$ cat config.mk
export PLATFORM = sky130hd
export DESIGN_NAME = hygro_top
export DESIGN_NICKNAME = d
export VERILOG_FILES = /design/src/hdl/hygro_pkg.sv /design/src/hdl/i2c_read_engine.sv /design/src/hdl/bin_to_bcd.sv /design/src/hdl/report_formatter.sv /design/src/hdl/uart_tx.sv /design/src/hdl/hygro_sequencer.sv /design/src/hdl/hygro_top.sv
export SDC_FILE = /design/constraint.sdc
export NUM_CORES = 1
export LEC_CHECK = 0
export ABC_AREA = 1
export BUFFER_PORTS_ARGS = -buffer_cell sky130_fd_sc_hd__buf_2
export CAP_MARGIN = 20
export CORE_MARGIN = 2
export CORE_UTILIZATION = 57
export CTS_CLUSTER_SIZE = 10
export DETAILED_ROUTE_END_ITERATION = 6
export HOLD_SLACK_MARGIN = 0.02
export PLACE_DENSITY = 0.82
export SYNTH_ARGS = -nofsm -noshare
export SYNTH_HDL_FRONTEND = slang
export SYNTH_SLANG_ARGS = --single-unit
$ cat constraint.sdc
create_clock -name clock -period 3.09 [get_ports clock]
set_input_delay 0.1545 -clock clock [delete_from_list [all_inputs] [get_ports clock]]
set_output_delay 0.1545 -clock clock [all_outputs]
set_load 0.02 [all_outputs]
$ cat src/hdl/hygro_pkg.sv
/* hygro reader shared definitions
   bus drive, reading and digit types, FSM enums, ascii and protocol constants */
package hygro_pkg;

	localparam int VALUE_BITS = 14; // sensor resolution
	localparam int BCD_DIGITS = 5;
	localparam int READ_BYTES = 4;
	localparam int LINE_CHARS = 2 * BCD_DIGITS + 3; // digits, space, digits, cr, lf

	typedef logic [7:0] char_t;

	localparam char_t ASCII_ZERO = 8'h30;
	localparam char_t ASCII_SPACE = 8'h20;
	localparam char_t ASCII_CR = 8'h0d;
	localparam char_t ASCII_LF = 8'h0a;

	// open drain, so the master only ever pulls sda low
	typedef struct packed {
		logic scl;
		logic sda_low;
	} bus_drive_t;

	typedef struct packed {
		logic [VALUE_BITS-1:0] humidity;
		logic [VALUE_BITS-1:0] temperature;
	} reading_t;

	typedef logic [BCD_DIGITS-1:0][3:0] digits_t; // digit 0 is the units

	typedef enum logic [1:0] {
		SEQ_IDLE,
		SEQ_READ,
		SEQ_CONVERT,
		SEQ_PRINT
	} seq_state_t;

	typedef enum logic [2:0] {
		PH_IDLE,
		PH_START,
		PH_ADDR,
		PH_ADDR_ACK,
		PH_DATA,
		PH_MASTER_ACK,
		PH_STOP
	} i2c_phase_t;

endpackage

$ cat src/hdl/i2c_read_engine.sv
`timescale 1ns/100ps
/* i2c read engine
   start, address with read bit, four data bytes with master acks, then stop */
module i2c_read_engine #(
	parameter logic [6:0] sensor_addr = 7'h27,
	parameter int quarter_bit_clocks = 63
) (
	input logic clock,
	input logic uart_resetb,
	input logic read_start,
	input logic sda_in,
	output hygro_pkg::bus_drive_t bus,
	output logic read_done,
	output logic nack,
	output hygro_pkg::reading_t reading
);
	import hygro_pkg::*;

	localparam int DIV_W = $clog2(quarter_bit_clocks + 1);
	localparam int BYTE_W = $clog2(READ_BYTES);

	i2c_phase_t phase;
	logic [DIV_W-1:0] div_count;
	logic [1:0] quarter;
	logic [2:0] bit_idx;
	logic [BYTE_W-1:0] byte_idx;
	logic [READ_BYTES*8-1:0] rx_shift;
	logic [7:0] addr_byte;
	logic quarter_tick;
	logic scl_high;
	logic sample_now;
	logic last_byte;
	bus_drive_t bus_next;

	assign addr_byte = {sensor_addr, 1'b1}; // r/w bit set for a read
	assign quarter_tick = (phase != PH_IDLE) && (div_count == DIV_W'(quarter_bit_clocks - 1));
	// each bit is low, high, high, low
	assign scl_high = (quarter == 2'd1) || (quarter == 2'd2);
	assign sample_now = quarter_tick && (quarter == 2'd2); // end of the high half
	assign last_byte = (byte_idx == BYTE_W'(READ_BYTES - 1));

	always_comb begin
		bus_next.scl = scl_high;
		bus_next.sda_low = 1'b0;
		case (phase)
			PH_IDLE: bus_next.scl = 1'b1;
			PH_START: begin
				bus_next.scl = (quarter != 2'd3);
				bus_next.sda_low = (quarter >= 2'd2); // sda falls while scl high
			end
			PH_ADDR: bus_next.sda_low = ~addr_byte[bit_idx];
			PH_ADDR_ACK: bus_next.sda_low = 1'b0; // sensor drives the ack
			PH_DATA: bus_next.sda_low = 1'b0;
			PH_MASTER_ACK: bus_next.sda_low = ~last_byte; // nack the final byte
			PH_STOP: begin
				bus_next.scl = (quarter != 2'd0);
				bus_next.sda_low = (quarter <= 2'd1); // released after scl is high
			end
			default: bus_next.scl = 1'b1;
		endcase
	end

	always_ff @(posedge clock) begin
		if (!uart_resetb) begin
			phase <= PH_IDLE;
			div_count <= '0;
			quarter <= 2'd0;
			bit_idx <= 3'd0;
			byte_idx <= '0;
			nack <= 1'b0;
			read_done <= 1'b0;
			bus <= '{scl: 1'b1, sda_low: 1'b0};
		end else begin
			read_done <= 1'b0;
			bus <= bus_next;
			if (phase == PH_IDLE) begin
				div_count <= '0;
				quarter <= 2'd0;
				if (read_start) begin
					phase <= PH_START;
					nack <= 1'b0;
				end
			end else if (quarter_tick) begin
				div_count <= '0;
				quarter <= quarter + 2'd1;
				if (sample_now && phase == PH_ADDR_ACK)
					nack <= sda_in; // high means nobody answered
				if (quarter == 2'd3) begin
					case (phase)
						PH_START: begin
							phase <= PH_ADDR;
							bit_idx <= 3'd7;
						end
						PH_ADDR: begin
							if (bit_idx == 3'd0)
								phase <= PH_ADDR_ACK;
							else
								bit_idx <= bit_idx - 3'd1;
						end
						PH_ADDR_ACK: begin
							phase <= nack ? PH_STOP : PH_DATA;
							bit_idx <= 3'd7;
							byte_idx <= '0;
						end
						PH_DATA: begin
							if (bit_idx == 3'd0)
								phase <= PH_MASTER_ACK;
							else
								bit_idx <= bit_idx - 3'd1;
						end
						PH_MASTER_ACK: begin
							if (last_byte) begin
								phase <= PH_STOP;
							end else begin
								phase <= PH_DATA;
								byte_idx <= byte_idx + 1'b1;
								bit_idx <= 3'd7;
							end
						end
						PH_STOP: begin
							phase <= PH_IDLE;
							read_done <= 1'b1;
						end
						default: phase <= PH_IDLE;
					endcase
				end
			end else begin
				div_count <= div_count + 1'b1;
			end
		end
	end

	always_ff @(posedge clock) begin
		if (sample_now && phase == PH_DATA)
			rx_shift <= {rx_shift[READ_BYTES*8-2:0], sda_in}; // msb first
		if (quarter_tick && quarter == 2'd3 && phase == PH_STOP) begin
			// low 6 bits of byte 0 and byte 1, then byte 2 and top 6 bits of byte 3
			reading <= '{humidity: rx_shift[29:16], temperature: rx_shift[15:2]};
		end
	end

endmodule

$ cat src/hdl/bin_to_bcd.sv
`timescale 1ns/100ps
/* binary to bcd converter
   double dabble, one input bit per clock */
module bin_to_bcd (
	input logic clock,
	input logic uart_resetb,
	input logic conv_start,
	input logic [hygro_pkg::VALUE_BITS-1:0] value,
	output logic conv_done,
	output hygro_pkg::digits_t digits
);
	import hygro_pkg::*;

	localparam int COUNT_W = $clog2(VALUE_BITS + 1);

	logic [COUNT_W-1:0] bits_left;
	logic [VALUE_BITS-1:0] bin_shift;
	digits_t adjusted;

	// add three to every digit that would overflow on the next shift
	always_comb begin
		adjusted = digits;
		for (int i = 0; i < BCD_DIGITS; i++) begin
			if (digits[i] >= 4'd5)
				adjusted[i] = digits[i] + 4'd3;
		end
	end

	always_ff @(posedge clock) begin
		if (!uart_resetb) begin
			bits_left <= '0;
			conv_done <= 1'b0;
		end else begin
			conv_done <= 1'b0;
			if (conv_start) begin
				bits_left <= COUNT_W'(VALUE_BITS);
			end else if (bits_left != '0) begin
				bits_left <= bits_left - 1'b1;
				conv_done <= (bits_left == COUNT_W'(1)); // last shift
			end
		end
	end

	always_ff @(posedge clock) begin
		if (conv_start) begin
			digits <= '0;
			bin_shift <= value;
		end else if (bits_left != '0) begin
			{digits, bin_shift} <= {adjusted, bin_shift} << 1;
		end
	end

endmodule

$ cat src/hdl/report_formatter.sv
`timescale 1ns/100ps
/* report line formatter
   humidity digits, space, temperature digits, cr, lf as an ascii stream */
module report_formatter (
	input logic clock,
	input logic uart_resetb,
	input logic print_start,
	input hygro_pkg::digits_t humidity_digits,
	input hygro_pkg::digits_t temperature_digits,
	input logic char_ready,
	output logic char_valid,
	output hygro_pkg::char_t char,
	output logic print_done
);
	import hygro_pkg::*;

	localparam int IDX_W = $clog2(LINE_CHARS);
	localparam int SPACE_POS = BCD_DIGITS;
	localparam int CR_POS = 2 * BCD_DIGITS + 1;
	localparam int LF_POS = LINE_CHARS - 1;

	logic [IDX_W-1:0] idx;
	logic accepted;

	function automatic char_t to_ascii(logic [3:0] digit);
		return ASCII_ZERO + char_t'(digit);
	endfunction

	assign accepted = char_valid && char_ready;

	// most significant digit goes out first
	always_comb begin
		if (idx < IDX_W'(SPACE_POS))
			char = to_ascii(humidity_digits[SPACE_POS - 1 - idx]);
		else if (idx == IDX_W'(SPACE_POS))
			char = ASCII_SPACE;
		else if (idx < IDX_W'(CR_POS))
			char = to_ascii(temperature_digits[CR_POS - 1 - idx]);
		else if (idx == IDX_W'(CR_POS))
			char = ASCII_CR;
		else
			char = ASCII_LF;
	end

	always_ff @(posedge clock) begin
		if (!uart_resetb) begin
			idx <= '0;
			char_valid <= 1'b0;
			print_done <= 1'b0;
		end else begin
			print_done <= 1'b0;
			if (print_start) begin
				idx <= '0;
				char_valid <= 1'b1;
			end else if (accepted) begin
				if (idx == IDX_W'(LF_POS)) begin
					char_valid <= 1'b0; // line complete
					print_done <= 1'b1;
				end else begin
					idx <= idx + 1'b1; // next char offered right away
				end
			end
		end
	end

endmodule

$ cat src/hdl/uart_tx.sv
`timescale 1ns/100ps
/* uart transmitter, 8N1
   lsb first, each bit held for baud_clocks cycles */
module uart_tx #(
	parameter int baud_clocks = 417
) (
	input logic clock,
	input logic uart_resetb,
	input logic char_valid,
	input hygro_pkg::char_t char,
	output logic char_ready,
	output logic tx
);
	import hygro_pkg::*;

	localparam int BAUD_W = $clog2(baud_clocks + 1);

	logic busy;
	logic [BAUD_W-1:0] baud_count;
	logic [3:0] bits_left;
	logic [$bits(char_t):0] shift_reg; // data bits then the stop bit
	logic baud_tick;

	assign char_ready = ~busy;
	assign baud_tick = busy && (baud_count == BAUD_W'(baud_clocks - 1));

	always_ff @(posedge clock) begin
		if (!uart_resetb) begin
			busy <= 1'b0;
			baud_count <= '0;
			bits_left <= 4'd0;
			tx <= 1'b1; // line idles high
		end else if (!busy) begin
			baud_count <= '0;
			if (char_valid) begin
				busy <= 1'b1;
				bits_left <= 4'($bits(char_t) + 1);
				tx <= 1'b0; // start bit
			end
		end else if (baud_tick) begin
			baud_count <= '0;
			if (bits_left == 4'd0) begin
				busy <= 1'b0; // stop bit done
			end else begin
				tx <= shift_reg[0];
				bits_left <= bits_left - 4'd1;
			end
		end else begin
			baud_count <= baud_count + 1'b1;
		end
	end

	always_ff @(posedge clock) begin
		if (!busy && char_valid)
			shift_reg <= {1'b1, char};
		else if (baud_tick)
			shift_reg <= shift_reg >> 1;
	end

endmodule

$ cat src/hdl/hygro_sequencer.sv
`timescale 1ns/100ps
/* measurement sequencer
   accepts a request, then orders the i2c read, bcd conversion and printing */
module hygro_sequencer (
	input logic clock,
	input logic uart_resetb,
	input logic measure_valid,
	input logic read_done,
	input logic nack,
	input logic conv_done,
	input logic print_done,
	output logic measure_ready,
	output logic read_start,
	output logic conv_start,
	output logic print_start,
	output logic error
);
	import hygro_pkg::*;

	seq_state_t state;

	assign measure_ready = (state == SEQ_IDLE);

	always_ff @(posedge clock) begin
		if (!uart_resetb) begin
			state <= SEQ_IDLE;
			read_start <= 1'b0;
			conv_start <= 1'b0;
			print_start <= 1'b0;
			error <= 1'b0;
		end else begin
			read_start <= 1'b0;
			conv_start <= 1'b0;
			print_start <= 1'b0;
			case (state)
				SEQ_IDLE: begin
					if (measure_valid) begin // ready is implied in idle
						state <= SEQ_READ;
						read_start <= 1'b1;
						error <= 1'b0;
					end
				end
				SEQ_READ: begin
					if (read_done) begin
						if (nack) begin
							state <= SEQ_IDLE; // sensor absent, nothing to print
							error <= 1'b1;
						end else begin
							state <= SEQ_CONVERT;
							conv_start <= 1'b1;
						end
					end
				end
				SEQ_CONVERT: begin
					if (conv_done) begin
						state <= SEQ_PRINT;
						print_start <= 1'b1;
					end
				end
				SEQ_PRINT: begin
					if (print_done)
						state <= SEQ_IDLE;
				end
				default: state <= SEQ_IDLE;
			endcase
		end
	end

endmodule

$ cat src/hdl/hygro_top.sv
`timescale 1ns/100ps
/* humidity and temperature reader, top level
   i2c sensor read on request, one ascii line out on the uart */
module hygro_top #(
	parameter logic [6:0] sensor_addr = 7'h27,
	parameter int quarter_bit_clocks = 63,
	parameter int baud_clocks = 417
) (
	input logic clock,
	input logic uart_resetb,
	input logic measure_valid,
	input logic sda_in,
	output logic measure_ready,
	output hygro_pkg::bus_drive_t bus,
	output logic tx,
	output logic error
);
	import hygro_pkg::*;

	logic read_start;
	logic read_done;
	logic nack;
	logic conv_start;
	logic conv_done;
	logic print_start;
	logic print_done;
	logic char_valid;
	logic char_ready;
	reading_t reading;
	digits_t humidity_digits;
	digits_t temperature_digits;
	char_t tx_char;

	hygro_sequencer u_seq (
		.clock, .uart_resetb, .measure_valid, .read_done, .nack, .conv_done, .print_done,
		.measure_ready, .read_start, .conv_start, .print_start, .error
	);

	i2c_read_engine #(.sensor_addr(sensor_addr), .quarter_bit_clocks(quarter_bit_clocks)) u_engine (
		.clock, .uart_resetb, .read_start, .sda_in, .bus, .read_done, .nack, .reading
	);

	// both converters take the same time, humidity alone reports done
	bin_to_bcd u_hum_bcd (
		.clock, .uart_resetb, .conv_start, .value(reading.humidity),
		.conv_done, .digits(humidity_digits)
	);

	bin_to_bcd u_temp_bcd (
		.clock, .uart_resetb, .conv_start, .value(reading.temperature),
		.conv_done(), .digits(temperature_digits)
	);

	report_formatter u_fmt (
		.clock, .uart_resetb, .print_start, .humidity_digits, .temperature_digits,
		.char_ready, .char_valid, .char(tx_char), .print_done
	);

	uart_tx #(.baud_clocks(baud_clocks)) u_uart (
		.clock, .uart_resetb, .char_valid, .char(tx_char), .char_ready, .tx
	);

endmodule

==> impl_metrics.tcl <==
set metrics [dict create \
    antenna_cells 0 \
    fp-row-count 45 \
    core_region_area_mm2 0.0152 \
    grt_pass1_wl_um 27200 \
    synth_seq_cells 192 \
    vias 6451 \
    worstMarginPinSlew_ps 606 \
    synth_area_leader_cell "edfxtp_1" \
    skew_ps 11.3 \
    htree_levels 4 \
    layout.nets 1062 \
    max_freq_mhz 444 \
    largest_register_ffs 30 \
    hold_violations 0 \
    relSlewSlack_pct 59.5 \
    drc 0 \
    drtAntennaViolNets 0 \
    drive_gt1_share_pct 7.66 \
    avgRoutedWirePerCell_um 13.2 \
    cp.arrival_ps 2540 \
    min_period_ps 2250 \
    avgSynthCellArea_um2 8.77 \
    cp.required_ps 3380 \
    drt_iter0_markers 435 \
    grt.total_usage_pct 20.5 \
    seq_area_frac_synth_pct 54.0 \
    yosys-top-cells-count "248 x nand2_1, 138 x inv_1, 98 x dfxtp_1" \
    register_area_mm2 0.00478 \
    final.setup.tns_ps 0 \
    cts_made_buffers 17 \
    synth_area_mm2 0.00886 \
    chipHeight_um 129 \
    cp_max_fo 12 \
    top_register "u_engine.rx_shift" \
    multi_input_area_mm2 0.00342 \
    clockRootBuffer "clkbuf_16" \
    final_util_pct 64.1 \
    antenna_found_initial 0 \
    area_growth_pct 10.0 \
    place.port_buffers 8 \
    avgViaCountPerCell 5.29 \
    startpoint_type "flip-flop" \
    fillers 1205 \
    dieArea_mm2 0.0166 \
    power.leakage_nw 4.24 \
    crit_path_end_kind "flip-flop" \
    yosys_warnings 0 \
    fin_crit_sh_pct 72.9 \
    rsz0062_at_grt "false" \
    cts.sinks 192 \
    firstDrtPassIters 5 \
    gp_routability_congestion 0.927 \
    setup_viol_count_final 0 \
    cts_tree "done" \
    slew_viol_final 0 \
    reg.largest.list "u_engine.rx_shift x30, u_engine.reading x28" \
    grt_max_degree 50 \
    p_per_area_mw_per_mm2 702 \
    synth_cell_type_count 38 \
    io-pin-count 9 \
    syn_nets 1053 \
    synth_top_area_share_pct 31.9 \
    crit_type "reg2reg" \
    synthCells 1010 \
    max-cap-violations 0 \
    synth-edff-count 94 \
    cts_buffer_depth 2 \
    clk_latency_ps 440 \
    yosys_most_used_dff "dfxtp_1" \
    synth_area_leaders "edfxtp_1 32%, dfxtp_1 22%, nand2_1 11%, inv_1 5.8%, ha_1 5.5%" \
    overflow 0 \
    synthArstFlopShare_pct 0 \
    dp_hpwl_um 10600 \
    vdd_drop_max_mv 0.550 \
    wirelength_um 16100 \
    status "finished, final reports clean" \
    initial_utilization_pct 58.3 \
    die_w_um 129 \
    min_path_type "in2reg" \
    synth_most_common_cell "nand2_1" \
    grt_pass1_vias 5921 \
    clk_pin_slew_worst_paths_ps 70 \
    post_cts_resized 0 \
]
==> critical path, cell delays in order, from the launching register on <==
cell      delay [ps]
dfxtp_1          330
inv_1            170
ha_1             540
clkinv_1         310
nor2_1           270
nand2_1           80
nand2_1           80
nand3_1           90
nand2_1           80
nand2_1           50
a21oi_1          110
==> area by class of cell <==
class | instances | area share (%)
Tap cell | 188 | 2.41
Clock buffer | 17 | 4.37
Multi-Input combinational cell | 645 | 35.1
Timing Repair Buffer | 18 | 1.23
Inverter | 145 | 5.58
Clock inverter | 15 | 2.23
Sequential cell | 192 | 49.1
==> path summary, 6_finish.rpt <==
kind	startpoint	endpoint	slack [ps]	cells after the start
max	u_fmt.idx[0]	u_uart.shift_reg[2]	840	10
min	uart_resetb	u_engine.bus[1]	80	2
max reg2reg	u_fmt.idx[0]	u_uart.shift_reg[2]	840	10
min reg2reg	u_engine.rx_shift[1]	u_engine.rx_shift[2]	440	0
==> where the power goes <==
part | internal, mW | switching, mW | total, mW
sequential | 2.88 | 0.262 | 3.14
combinational | 0.538 | 0.835 | 1.37
clock | 1.20 | 1.12 | 2.33
==> metal layers <==
layer  track usage [%]  share of wire (%)  up-vias
li1                  -                  -     3328
met1              27.5                 47     2947
met2              33.6                 48      157
met3              4.86                4.7       19
met4              6.01                1.2        0
met5                 0                  0        -
==> metrics by stage <==
stage | std cells | hold slack [ps] | setup WS, ps | power [mW] | cell area, um^2
floorplan | 1010 | 253 | 457 | 4.22 | 8860
global route | 1220 | 78.3 | 563 | 7.25 | 9750
CTS | 1220 | 58.4 | 871 | 6.87 | 9750
global placement | 1186 | 359 | 987 | 4.47 | 9080
finish | 1220 | 76.1 | 838 | 6.84 | 9750
detailed placement | 1186 | 367 | 889 | 4.53 | 9080
==> cell families (layout without fill, tap and decap cells) <==
| group | Yosys count | in the layout | synth area share, % |
|---|---|---|---|
| AO/OA/AOI/OAI | 171 | 171 | 10.7 |
| XOR/XNOR | 21 | 21 | 2.08 |
| adder cells (fa/ha/maj) | 39 | 39 | 5.51 |
| buffers and inverters | 173 | 195 | 7.56 |
| flip-flops | 192 | 192 | 54.0 |
| AND/OR/NAND/NOR | 414 | 414 | 20.2 |
==> cells in the final DEF, fill, tap and decap left out, types with 9 or more instances in the layout <==
| master | instances |
|---|---|
| clkbuf_16 | 17 |
| nand2_2 | 9 |
| dfxtp_1 | 98 |
| ha_1 | 39 |
| xor2_1 | 19 |
| nand2_1 | 248 |
| a21oi_1 | 68 |
| o211ai_1 | 25 |
| inv_1 | 138 |
| o21ai_0 | 63 |
| nor2_1 | 67 |
| nand3_1 | 52 |
| edfxtp_1 | 94 |
==> repair_timing <==
action                                 CTS  global route
buffers inserted                         0             0
hold buffers                             2             0
endpoints found under the hold margin    3             0
(Power assumes the default switching activity.)
